### config.mk
export PLATFORM = sky130hd
export DESIGN_NAME = dac_ctrl_top
export DESIGN_NICKNAME = d
export VERILOG_FILES = /design/src/cmd_pkg.sv /design/src/dac_pkg.sv /design/src/cmd_decoder.sv /design/src/ctrl_regs.sv /design/src/dac_bank.sv /design/src/dac_ctrl_top.sv /design/src/dac_serial.sv /design/src/ldac_pulser.sv
export SDC_FILE = /design/constraint.sdc
export NUM_CORES = 1
export LEC_CHECK = 0
export BUFFER_PORTS_ARGS = -buffer_cell sky130_fd_sc_hd__buf_2
export CAP_MARGIN = 0
export CORE_MARGIN = 2
export CORE_UTILIZATION = 50
export CTS_BUF_LIST = sky130_fd_sc_hd__clkbuf_4 sky130_fd_sc_hd__clkbuf_8 sky130_fd_sc_hd__clkbuf_16
export DETAILED_ROUTE_END_ITERATION = 10
export HOLD_SLACK_MARGIN = 0.05
export PLACE_DENSITY = 0.77
export SLEW_MARGIN = 25
export SYNTH_ARGS = -nofsm -noshare
export SYNTH_HDL_FRONTEND = slang
export SYNTH_SLANG_ARGS = --single-unit
### constraint.sdc
create_clock -name CLK100MHZ -period 3.9 [get_ports CLK100MHZ]
set_clock_uncertainty 0.2 [all_clocks]
set_input_delay 0.195 -clock CLK100MHZ [delete_from_list [all_inputs] [get_ports CLK100MHZ]]
set_output_delay 0.195 -clock CLK100MHZ [all_outputs]
set_load 0.005 [all_outputs]
### src/cmd_pkg.sv
package cmd_pkg;

    ////////////////////
    // Command opcodes
    ////////////////////
    // Any value not listed here gets the unknown reply
    typedef enum logic [7:0] {
        OP_WRITE_REG   = 8'h01,
        OP_LD          = 8'h02,
        OP_LDAC        = 8'h03,
        OP_LDAC_LENGTH = 8'h04,
        OP_UPDATE_BITS = 8'h05,
        OP_READ_BITS   = 8'h06
    } cmd_op_t;

    // One-byte error reply codes
    localparam logic [7:0] REPLY_WRONG_LEN = 8'hE1;
    localparam logic [7:0] REPLY_UNKNOWN   = 8'hEE;

    // Payload bytes required by a register write
    localparam logic [7:0] WRITE_REG_BYTES = 8'd4;

    ////////////////////
    // Payload views
    ////////////////////
    // DAC commands, mask and word sit in the low 32 bits
    typedef struct packed {
        logic [31:0] unused;
        logic [7:0]  chan_mask;
        logic [23:0] dac_word;
    } dac_view_t;

    // Pattern update, mask first then data
    typedef struct packed {
        logic [31:0] mask;
        logic [31:0] data;
    } pattern_view_t;

    // Same 64-bit word, read per opcode
    typedef union packed {
        dac_view_t     dac;
        pattern_view_t pat;
    } payload_u;

endpackage

### src/dac_pkg.sv
package dac_pkg;

    ////////////////////
    // DAC frame
    ////////////////////
    // One serial frame per chip select
    localparam int DAC_WORD_WIDTH = 24;

    // Fixed word sent by the load command
    localparam logic [DAC_WORD_WIDTH-1:0] DAC_LD_WORD = 24'h004000;

    ////////////////////
    // LDAC pulse
    ////////////////////
    // Pulse length register type
    typedef logic [7:0] ldac_len_t;

    // Length after reset
    // Low time is this plus two cycles, so 420 ns
    localparam ldac_len_t LDAC_DEFAULT_LEN = 8'd40;

endpackage

### src/cmd_decoder.sv
`timescale 1ns/1ps

module cmd_decoder
    import cmd_pkg::*;
    import dac_pkg::*;
#(
    parameter int NUM_DACS = 8
) (
    input  logic                      CLK100MHZ,
    input  logic                      reset,
    input  logic                      cmd_valid,
    input  cmd_op_t                   cmd_op,
    input  payload_u                  cmd_payload,
    input  logic [7:0]                cmd_len,
    input  logic [31:0]               pattern,
    input  logic                      ldac_busy,
    input  logic [NUM_DACS-1:0]       dac_busy,
    output logic                      reply_valid,
    output logic [31:0]               reply_data,
    output logic [2:0]                reply_len,
    output logic                      ldac_len_we,
    output logic                      pattern_we,
    output payload_u                  reg_payload,
    output logic                      ldac_start,
    output logic [NUM_DACS-1:0]       dac_start,
    output logic [DAC_WORD_WIDTH-1:0] dac_word
);

    // FSM states
    localparam logic [2:0] ST_IDLE     = 3'd0;
    localparam logic [2:0] ST_BUSY_ON  = 3'd1;
    localparam logic [2:0] ST_BUSY_OFF = 3'd2;
    localparam logic [2:0] ST_LDAC     = 3'd3;
    localparam logic [2:0] ST_UNKNOWN  = 3'd4;

    logic [2:0]          state;
    logic                accept;
    logic [NUM_DACS-1:0] chan_mask;
    logic                len_ok;

    // New command only when idle and no reply is on the way out
    // Anything else is dropped
    assign accept = cmd_valid && (state == ST_IDLE) && !reply_valid;

    // Mask trimmed or widened to the channel count
    assign chan_mask = NUM_DACS'(cmd_payload.dac.chan_mask);
    assign len_ok    = (cmd_len == WRITE_REG_BYTES);

    // Register writes land at the end of the command cycle
    assign ldac_len_we = accept && (cmd_op == OP_LDAC_LENGTH);
    assign pattern_we  = accept && (cmd_op == OP_UPDATE_BITS);
    assign reg_payload = cmd_payload;

    ////////////////////
    // Main FSM
    ////////////////////
    always_ff @(posedge CLK100MHZ) begin
        if (reset) begin
            state       <= ST_IDLE;
            reply_valid <= 1'b0;
            ldac_start  <= 1'b0;
            dac_start   <= '0;
        end else begin
            // One-cycle strobes by default
            reply_valid <= 1'b0;
            ldac_start  <= 1'b0;
            case (state)
                ST_IDLE: begin
                    if (accept) begin
                        case (cmd_op)
                            OP_WRITE_REG: begin
                                if (!len_ok) begin
                                    // Error code then the length we got
                                    reply_valid <= 1'b1;
                                    reply_data  <= {REPLY_WRONG_LEN, cmd_len, 16'h0000};
                                    reply_len   <= 3'd2;
                                end else if (chan_mask != '0) begin
                                    dac_start <= chan_mask;
                                    dac_word  <= cmd_payload.dac.dac_word;
                                    state     <= ST_BUSY_ON;
                                end
                            end
                            OP_LD: begin
                                if (chan_mask != '0) begin
                                    dac_start <= chan_mask;
                                    dac_word  <= DAC_LD_WORD;
                                    state     <= ST_BUSY_ON;
                                end
                            end
                            OP_LDAC: begin
                                ldac_start <= 1'b1;
                                state      <= ST_LDAC;
                            end
                            OP_READ_BITS: begin
                                reply_valid <= 1'b1;
                                reply_data  <= pattern;
                                reply_len   <= 3'd4;
                            end
                            // Register commands handled by the write strobes
                            OP_LDAC_LENGTH, OP_UPDATE_BITS: begin
                                state <= ST_IDLE;
                            end
                            default: begin
                                reply_valid <= 1'b1;
                                reply_data  <= {REPLY_UNKNOWN, 24'h000000};
                                reply_len   <= 3'd1;
                                state       <= ST_UNKNOWN;
                            end
                        endcase
                    end
                end
                // Hold start until a channel has picked it up
                ST_BUSY_ON: begin
                    if (dac_busy != '0) begin
                        dac_start <= '0;
                        state     <= ST_BUSY_OFF;
                    end
                end
                // Frame done when every channel is idle again
                ST_BUSY_OFF: begin
                    if (dac_busy == '0) begin
                        state <= ST_IDLE;
                    end
                end
                // Start strobe still in flight on the first cycle here
                ST_LDAC: begin
                    if (!ldac_start && !ldac_busy) begin
                        state <= ST_IDLE;
                    end
                end
                // Reply cycle of an unknown opcode
                ST_UNKNOWN: begin
                    state <= ST_IDLE;
                end
                default: begin
                    state <= ST_IDLE;
                end
            endcase
        end
    end

    // Replies are single strobes, never back to back
    a_reply_single: assert property (@(posedge CLK100MHZ) disable iff (reset)
        reply_valid |=> !reply_valid);

endmodule

### src/ctrl_regs.sv
`timescale 1ns/1ps

module ctrl_regs
    import cmd_pkg::*;
    import dac_pkg::*;
(
    input  logic        CLK100MHZ,
    input  logic        reset,
    input  logic        ldac_len_we,
    input  logic        pattern_we,
    input  payload_u    reg_payload,
    output ldac_len_t   ldac_len,
    output logic [31:0] pattern
);

    // LDAC length, low byte of the DAC word field
    always_ff @(posedge CLK100MHZ) begin
        if (reset) begin
            ldac_len <= LDAC_DEFAULT_LEN;
        end else if (ldac_len_we) begin
            ldac_len <= reg_payload.dac.dac_word[7:0];
        end
    end

    // Output pattern
    // Masked bits take new data, the rest hold
    always_ff @(posedge CLK100MHZ) begin
        if (reset) begin
            pattern <= '0;
        end else if (pattern_we) begin
            pattern <= (pattern & ~reg_payload.pat.mask)
                     | (reg_payload.pat.mask & reg_payload.pat.data);
        end
    end

endmodule

### src/dac_bank.sv
`timescale 1ns/1ps

module dac_bank
    import dac_pkg::*;
#(
    parameter int NUM_DACS = 8
) (
    input  logic                      CLK100MHZ,
    input  logic                      reset,
    input  logic [NUM_DACS-1:0]       dac_start,
    input  logic [DAC_WORD_WIDTH-1:0] dac_word,
    output logic [NUM_DACS-1:0]       dac_busy,
    output logic [NUM_DACS-1:0]       dac_cs_bar,
    output logic [NUM_DACS-1:0]       dac_sclk,
    output logic [NUM_DACS-1:0]       dac_sdi
);

    logic                      tick;
    logic [NUM_DACS-1:0]       start_q;
    logic [DAC_WORD_WIDTH-1:0] word_q;

    // Divide by two, keeps all channels on the same sclk phase
    always_ff @(posedge CLK100MHZ) begin
        if (reset) begin
            tick <= 1'b0;
        end else begin
            tick <= ~tick;
        end
    end

    // Start mask registered, word captured with it
    always_ff @(posedge CLK100MHZ) begin
        if (reset) begin
            start_q <= '0;
        end else begin
            start_q <= dac_start;
        end
    end

    always_ff @(posedge CLK100MHZ) begin
        if (dac_start != '0) begin
            word_q <= dac_word;
        end
    end

    ////////////////////
    // Channel array
    ////////////////////
    for (genvar i = 0; i < NUM_DACS; i++) begin : g_chan
        dac_serial serial_i (
            .CLK100MHZ (CLK100MHZ),
            .reset     (reset),
            .tick      (tick),
            .start     (start_q[i]),
            .word      (word_q),
            .busy      (dac_busy[i]),
            .cs_bar    (dac_cs_bar[i]),
            .sclk      (dac_sclk[i]),
            .sdi       (dac_sdi[i])
        );
    end

endmodule

### src/dac_ctrl_top.sv
`timescale 1ns/1ps

module dac_ctrl_top
    import cmd_pkg::*;
    import dac_pkg::*;
#(
    parameter int NUM_DACS = 8
) (
    input  logic                CLK100MHZ,
    input  logic                reset,
    input  logic                cmd_valid,
    input  cmd_op_t             cmd_op,
    input  payload_u            cmd_payload,
    input  logic [7:0]          cmd_len,
    output logic                reply_valid,
    output logic [31:0]         reply_data,
    output logic [2:0]          reply_len,
    output logic [NUM_DACS-1:0] dac_cs_bar,
    output logic [NUM_DACS-1:0] dac_sclk,
    output logic [NUM_DACS-1:0] dac_sdi,
    output logic                ldac_bar
);

    // Register file interface
    logic                      ldac_len_we;
    logic                      pattern_we;
    payload_u                  reg_payload;
    ldac_len_t                 ldac_len;
    logic [31:0]               pattern;

    // LDAC handshake
    logic                      ldac_start;
    logic                      ldac_busy;

    // DAC bank handshake
    logic [NUM_DACS-1:0]       dac_start;
    logic [NUM_DACS-1:0]       dac_busy;
    logic [DAC_WORD_WIDTH-1:0] dac_word;

    // Command FSM
    cmd_decoder #(
        .NUM_DACS (NUM_DACS)
    ) decoder_i (
        .CLK100MHZ   (CLK100MHZ),
        .reset       (reset),
        .cmd_valid   (cmd_valid),
        .cmd_op      (cmd_op),
        .cmd_payload (cmd_payload),
        .cmd_len     (cmd_len),
        .pattern     (pattern),
        .ldac_busy   (ldac_busy),
        .dac_busy    (dac_busy),
        .reply_valid (reply_valid),
        .reply_data  (reply_data),
        .reply_len   (reply_len),
        .ldac_len_we (ldac_len_we),
        .pattern_we  (pattern_we),
        .reg_payload (reg_payload),
        .ldac_start  (ldac_start),
        .dac_start   (dac_start),
        .dac_word    (dac_word)
    );

    // LDAC length and output pattern
    ctrl_regs regs_i (
        .CLK100MHZ   (CLK100MHZ),
        .reset       (reset),
        .ldac_len_we (ldac_len_we),
        .pattern_we  (pattern_we),
        .reg_payload (reg_payload),
        .ldac_len    (ldac_len),
        .pattern     (pattern)
    );

    // Shared LDAC line
    ldac_pulser ldac_i (
        .CLK100MHZ  (CLK100MHZ),
        .reset      (reset),
        .ldac_start (ldac_start),
        .ldac_len   (ldac_len),
        .ldac_bar   (ldac_bar),
        .ldac_busy  (ldac_busy)
    );

    // Serial links to the DAC chips
    dac_bank #(
        .NUM_DACS (NUM_DACS)
    ) bank_i (
        .CLK100MHZ  (CLK100MHZ),
        .reset      (reset),
        .dac_start  (dac_start),
        .dac_word   (dac_word),
        .dac_busy   (dac_busy),
        .dac_cs_bar (dac_cs_bar),
        .dac_sclk   (dac_sclk),
        .dac_sdi    (dac_sdi)
    );

endmodule

### src/dac_serial.sv
`timescale 1ns/1ps

module dac_serial
    import dac_pkg::*;
(
    input  logic                      CLK100MHZ,
    input  logic                      reset,
    input  logic                      tick,
    input  logic                      start,
    input  logic [DAC_WORD_WIDTH-1:0] word,
    output logic                      busy,
    output logic                      cs_bar,
    output logic                      sclk,
    output logic                      sdi
);

    localparam int CNT_WIDTH = $clog2(DAC_WORD_WIDTH);

    logic [DAC_WORD_WIDTH-1:0] shreg;
    logic [CNT_WIDTH-1:0]      bit_cnt;

    ////////////////////
    // Frame sequencer
    ////////////////////
    // Frame begins on a low tick so the first rise lands on the next one
    // Tick high raises sclk, tick low drops it and shifts
    always_ff @(posedge CLK100MHZ) begin
        if (reset) begin
            cs_bar  <= 1'b1;
            sclk    <= 1'b0;
            bit_cnt <= '0;
        end else if (cs_bar) begin
            if (start && !tick) begin
                cs_bar  <= 1'b0;
                bit_cnt <= '0;
            end
        end else if (tick) begin
            // Rising edge, chip samples sdi here
            sclk <= 1'b1;
        end else begin
            sclk <= 1'b0;
            if (bit_cnt == CNT_WIDTH'(DAC_WORD_WIDTH - 1)) begin
                // Last bit sampled, release the chip
                cs_bar <= 1'b1;
            end else begin
                bit_cnt <= bit_cnt + 1'b1;
            end
        end
    end

    // Shift register, MSB out first
    always_ff @(posedge CLK100MHZ) begin
        if (cs_bar) begin
            shreg <= word;
        end else if (!tick) begin
            shreg <= {shreg[DAC_WORD_WIDTH-2:0], 1'b0};
        end
    end

    assign busy = ~cs_bar;
    // Line parked low between frames
    assign sdi  = busy & shreg[DAC_WORD_WIDTH-1];

    // No clock edges toward a deselected chip
    a_sclk_idle: assert property (@(posedge CLK100MHZ) disable iff (reset)
        cs_bar |-> !sclk);

endmodule

### src/ldac_pulser.sv
`timescale 1ns/1ps

module ldac_pulser
    import dac_pkg::*;
(
    input  logic      CLK100MHZ,
    input  logic      reset,
    input  logic      ldac_start,
    input  ldac_len_t ldac_len,
    output logic      ldac_bar,
    output logic      ldac_busy
);

    // One bit wider so length 255 plus one still fits
    logic [$bits(ldac_len_t):0] count;
    logic                       active;

    // Pulse runs from the cycle after start
    // Count loads len+1 and the line stays low down to zero, len+2 cycles in all
    always_ff @(posedge CLK100MHZ) begin
        if (reset) begin
            active <= 1'b0;
            count  <= '0;
        end else if (ldac_start) begin
            active <= 1'b1;
            count  <= {1'b0, ldac_len} + 1'b1;
        end else if (active) begin
            if (count == '0) begin
                active <= 1'b0;
            end else begin
                count <= count - 1'b1;
            end
        end
    end

    // Active-low line shared by all chips
    assign ldac_bar  = ~active;
    assign ldac_busy = active;

    // Decoder waits out the pulse before another start
    a_no_restart: assert property (@(posedge CLK100MHZ) disable iff (reset)
        ldac_start |-> !active);

endmodule

**After elaboration in Yosys (flattened, before gate mapping)**

Cells that the tools add are included.
Widths: inputs -> output; s select.

- Bits in registers: 403
- Bits in latches: 0
- Memory bits (writable): 0
- ROM bits: 0
- Input bits: 83
- Output and inout bits: 61
- Memories kept: 0

- Add/subtract/negate cells: 10
- $mul: 0
- Divide/modulo/power cells: 0
- Order comparisons: 0
- Eq/ne operators: 54
- Shift-type cells: 0
- Mux-type cells: 112
- Bitwise gates (word level): 26
- Reduce and logical (&&, ||, !) cells: 42

Operators by type and width:

| operator | number |
|---|---|
| $mux 24 | 19 |
| $mux 5 | 32 |
| $pmux 32 s3 | 1 |
| $and 32x32->32 | 2 |
| $pmux 24 s2 | 1 |
| $add 5x1->5 const B | 8 |
| $eq 5x5->1 const B | 8 |
| $mux 1 | 38 |
| $ne 2x2->1 const B | 19 |
| $eq 8x3->1 const B | 4 |
| $mux 32 | 1 |
| $mux 8 | 4 |
| $not 32->32 | 1 |
| $or 32x32->32 | 1 |
| $pmux 8 s2 | 2 |
| $ne 2x1->1 const B | 15 |
| $mux 9 | 3 |
| $reduce_and 3->1 | 8 |
| $reduce_bool 8->1 | 3 |
| $mux 3 | 7 |
| $eq 8x2->1 const B | 2 |
| $pmux 3 s5 | 1 |
| $not 1->1 | 14 |
| $logic_and 1x1->1 | 13 |
| other kinds (23) | 37 |

**Logic depth before layout (Yosys ltp)**

- Word-level depth: 6
- Gate-level depth with buffers: 7
- Mapped depth without buffers: 7

**Modules after synthesis**

From an unflattened synthesis, not the netlist that was laid out.

- Cells, all modules: 1,328
- Area total of the unflattened synthesis: 17,833.4 um^2

By module, submodules not included:

| module | times used | cells each | area an instance (um^2) | seq. area each (um^2) |
|---|---|---|---|---|
| dac_serial | 8 | 93 | 1,361.3 | 860.8 |
| cmd_decoder | 1 | 295 | 3,527.1 | 2,031.9 |
| ctrl_regs | 1 | 164 | 1,751.7 | 800.8 |
| dac_bank | 1 | 45 | 970.9 | 900.9 |
| ldac_pulser | 1 | 80 | 693.2 | 200.2 |

**Worst setup path before layout**

OpenSTA, ideal clock, no wires.

- Path type: register to register
- From: reg decoder_i.state[0]
- To: reg decoder_i.dac_word[0] (enable)
- Setup time: 0.440 ns
- Data arrival time: 3.159 ns
- Setup slack: 0.101 ns
- Stages on the path, launching flop included: 7
- Buffers on the path: 2
- Clock period less this slack: 3.799 ns
- Cells stage by stage: dfxtp_1 -> nand2b_1 -> nor4_1 -> buf_2 -> buf_1 -> nand2_1 -> nor3b_1

- Word-level cells in the longest chain between the ends: 4

RTL lines:

| element | line | RTL |
|---|---|---|
| start: declaration | cmd_decoder.sv:36 | `logic [2:0] state;` |
| start signal: assignment | cmd_decoder.sv:59 | `state <= ST_IDLE;` |
| start signal: assignment | cmd_decoder.sv:80 | `state <= ST_BUSY_ON;` |
| start signal: assignment | cmd_decoder.sv:87 | `state <= ST_BUSY_ON;` |
| $logic_not 3->1 (*) | cmd_decoder.sv:43, cmd_decoder.sv:67 |  |
| $logic_and 1x1->1 (2 in a row) | cmd_decoder.sv:43 | `assign accept = cmd_valid && (state == ST_IDLE) && !reply_valid;` |
| $reduce_and 7->1 (no source line) (*) | -- |  |
| end signal: assignment | cmd_decoder.sv:79 | `dac_word <= cmd_payload.dac.dac_word;` |
| end: declaration | cmd_decoder.sv:26 | `output logic [DAC_WORD_WIDTH-1:0] dac_word` |

Mark *: on every way between the ends. The rest lies on a longest branch, timed or not.
A chain may end at the register's enable or synchronous reset.

==> run_results.csv <==
group,metric,value,unit
timing,finalHoldViolations,0,
die,fp.dieH,188,um
placement,dp_hpwl,23500,um
pwr,p_leak,7.71,nW
die,die_w,188,um
pwr,combPwrFrac,3.0,%
route,antenna_left,0,
die,initial_utilization,50.6,%
finish,syn2layout_area_growth,19.2,%
finish,final_cells,1937,
synthesis,synth-seq-area-share,64.0,%
route,wl_per_cell,19.8,um
critical_path,worstPathMaxFanout,44,
timing,relSlewSlack,31.9,%
clock_tree,clock_latency,0.53,ns
global_route,overflow,0,
critical_path,endpoint_kind,"flop",
placement,io_buffers,143,
synthesis,yosysMostFrequentCell,"edfxtp_1",
route,drt_pass1_iterations,5,
finish,register_area,10800,sq um
critical_path,setup.worst_path.class,"primary input to flop",
route,num_vias,10934,
finish,n_fill_cell,2534,
synthesis,syn-instance-count,1250,
critical_path,critPathLaunchType,"primary input",
global_route,grt_pass1_vias,11195,
hold_path,holdPathStages,4,
route,drt_iter0_markers,692,
critical_path,critPathMaxStageDelay,0.60,ns
global_route,antenna_found_initial,0,
critical_path,worstPathCellList,"dlygate4sd3_1 -> buf_2 -> or4_4 -> nor3b_4 -> buf_4 -> nand4_1 -> mux2i_1 -> dlygate4sd3_1 -> nor2_1",
clock_tree,path_clk_slew,0.06,ns
placement,dp_cells,1776,
synthesis,yosys-top-cells-count,"275 x edfxtp_1, 184 x mux2_2, 128 x dfxtp_1, 92 x nor2_1, 61 x nand2_1",
clock_tree,clock-sinks,403,
die,rows,67,
clock_tree,cts-htree-levels,2,
die,coreArea,33400,sq um
synthesis,avgSynthCellArea,13.5,sq um
global_route,grt_start_max_net_pins,90,
synthesis,ys_warn_count,0,
route,drc_errors,0,
clock_tree,cts_buffers,40,
critical_path,cp.arrival,3.43,ns
die,num_io_pins,144,
critical_path,cpMaxStageDelayCell,"dlygate4sd3_1",
timing,finalSetupTns,0,ns
clock_tree,cts_setup_buffers,0,
pwr,powerDensity,431,nW/um^2
timing,slew_violations,0,
timing,min_period,3.24,ns
pwr,power_switching,0.00174,W
synthesis,synth_top_area_share,48.9,%
finish,diodes,0,
die,die_area,35300,sq um
synthesis,synth_nets,1343,
outcome,outcome,"completed",
synthesis,yosysTopAreaCell,"edfxtp_1",
critical_path,cp.required,4.09,ns
hold_path,hold_path_class,"primary input to flop",
global_route,grt_pass1_wl,61100,um
pwr,pwr-share-clk,44.4,%
synthesis,synth-main-ff-cell,"edfxtp_1",
timing,rsz0062_at_grt,"false",
synthesis,synth-async-reset-ratio,0,%
flow_run,max-cap-violations,0,
global_route,grtUsageTotal,21.8,%
clock_tree,cts_tree,"done",
pwr,power.share.switching,20.1,%
pwr,ir_worst_vdd,0.329,mV
timing,max_freq,0.308,GHz
placement,gp_congestion,0.870,
critical_path,ff2ff_path_depth,6,
timing,setup_viol,0,
synthesis,ys_ff_latch,403,
synthesis,synth-edff-count,275,
finish,multi_input_area,5570,sq um
finish,drive_above_1_share,29.3,%
route,drt_wl_total,38300,um
synthesis,syn_area,16900,sq um
finish,finalNetCount,1552,
clock_tree,clk_path_buf_depth,3,
pwr,p_int,0.00694,W
timing,worst_slew_pin_slew,1.02,ns
route,via_per_inst,5.64,
synthesis,synthTopCellsByArea,"edfxtp_1 49%, dfxtp_1 15%, mux2_2 12%, mux2i_1 2.4%, nor2_1 2.0%",
pwr,pwr-share-seq,52.6,%
timing,finalCritPeriodShare,83.2,%
critical_path,cp_common_cell,"dlygate4sd3_1",
synthesis,synth.distinct_cells,65,
clock_tree,ctsResizeCount,0,
clock_tree,clock-root-buffer,"clkbuf_16",
## metrics by stage
stage | util [%] | power [W] | area (sq um) | hold WS, ns | setup slack [ns]
CTS | 60.4 | 0.00873 | 20100 | 0.0841 | 0.888
global placement | 53.7 | 0.00486 | 17900 | 0.203 | 1.30
finish | 60.4 | 0.00868 | 20100 | 0.140 | 0.657
detailed placement | 53.7 | 0.00486 | 17900 | 0.205 | 1.19
floorplan | - | 0.00475 | 16900 | 0.119 | 0.101
global route | 60.4 | 0.00893 | 20100 | 0.148 | 0.624
## flip-flops by register name (all words and copies together), names as in the netlist, named ones only
name,flops
decoder_i.reply_len,3
decoder_i.state,3
bank_i.tick,1
regs_i.ldac_len,8
bank_i.g_chan.serial_i.bit_cnt,40
decoder_i.reply_valid,1
bank_i.word_q,24
decoder_i.ldac_start,1
decoder_i.reply_data,32
bank_i.g_chan.serial_i.shreg,192
bank_i.start_q,8
decoder_i.dac_word,24
ldac_i.count,9
bank_i.g_chan.serial_i.sclk,8
decoder_i.dac_start,8
ldac_i.ldac_busy,1
bank_i.g_chan.serial_i.cs_bar,8
## path summary, 6_finish.rpt
kind / startpoint / end / slack [ns]
worst min register to register: decoder_i.dac_word[19]$_SDFFCE_PP0P_ / bank_i.word_q[19]$_DFFE_PP_ / 0.22
worst max register to register: decoder_i.state[0]$_SDFFE_PP0P_ / decoder_i.reply_data[10]$_DFFE_PP_ / 1.35
worst min-delay path: reset / ldac_i.count[7]$_SDFFE_PP0P_ / 0.14
worst max-delay path: cmd_op[5] / flop / 0.66
## cells by family (layout without fill, tap and decap cells)
logic type      after synthesis  count (layout)  share of synthesized area [%]
mux                         224             224                           14.6
simple gates                349             349                           10.9
xor+xnor                     32              32                           1.66
compound gates              121             121                           4.77
flops                       403             403                           64.0
buf+inv                     110             349                           3.16
fa+ha+maj                    11              11                          0.800
## worst max-delay path: cells and delay by family
family / cells / cell delay, ns
buffers and inverters: 4 / 1.74
AND/OR/NAND/NOR: 4 / 1.21
multiplexers: 1 / 0.29
## timing repair
item                       in CTS  in global routing
hold endpoints to repair       86                  0
setup endpoints to repair       0                  0
hold buffers                   89                  0
## metal layers
| layer | share of wire (%) | track usage, % | vias up |
|---|---|---|---|
| met1 | 42 | 28.2 | 5432 |
| met4 | 2.2 | 6.42 | 0 |
| met3 | 6.5 | 4.49 | 63 |
| met2 | 49 | 37.3 | 404 |
| li1 | - | - | 5035 |
| met5 | 0 | 0 | - |
## layout make-up
cell class                      instances  share of cell area (%)
Sequential cell                       403                    53.7
Multi-Input combinational cell        737                    27.6
Timing Repair Buffer                  258                    8.95
Clock buffer                           52                    5.48
Tap cell                              448                    2.78
Clock inverter                         20                    1.07
Inverter                               19                   0.354
## power by group through the flow
stage	clock network, W	logic [W]	registers [W]
global placement	0	0.000197	0.00466
CTS	0.00391	0.000248	0.00457
global route	0.00409	0.000273	0.00457
finish	0.00385	0.000258	0.00457
detailed placement	0	0.000199	0.00466
floorplan	0	0.0000898	0.00466
## cell usage in the layout, fill, tap and decap left out, types with 3 or more instances in the layout
cell type      netlist  final
edfxtp_1           275    275
mux2_2             184    184
buf_2                6    143
dfxtp_1            128    128
nor2_1              92     92
dlygate4sd3_1        0     89
nand2_1             61     60
nand4_1             44     44
a21oi_1             42     41
mux2i_1             40     40
clkbuf_16            0     40
nor2b_1             39     38
buf_4               28     26
and3_1              23     23
xor2_1              21     21
inv_1               19     19
o21ai_0             19     19
and2_1              16     16
a22o_1              16     16
nand3_1             16     16
xnor2_1             11     11
nand2b_1            10     10
ha_1                10     10
clkbuf_4             0     10
nor4_1               9      8
a31oi_1              7      7
and2b_1              7      7
clkinv_2             0      7
a211oi_1             6      6
or3_1                5      5
nor3_1               5      5
clkinv_1             0      5
a221oi_1             4      4
bufinv_16            0      4
or2_2                3      3
a311oi_1             3      3
Power figures use the tool's default switching activity.
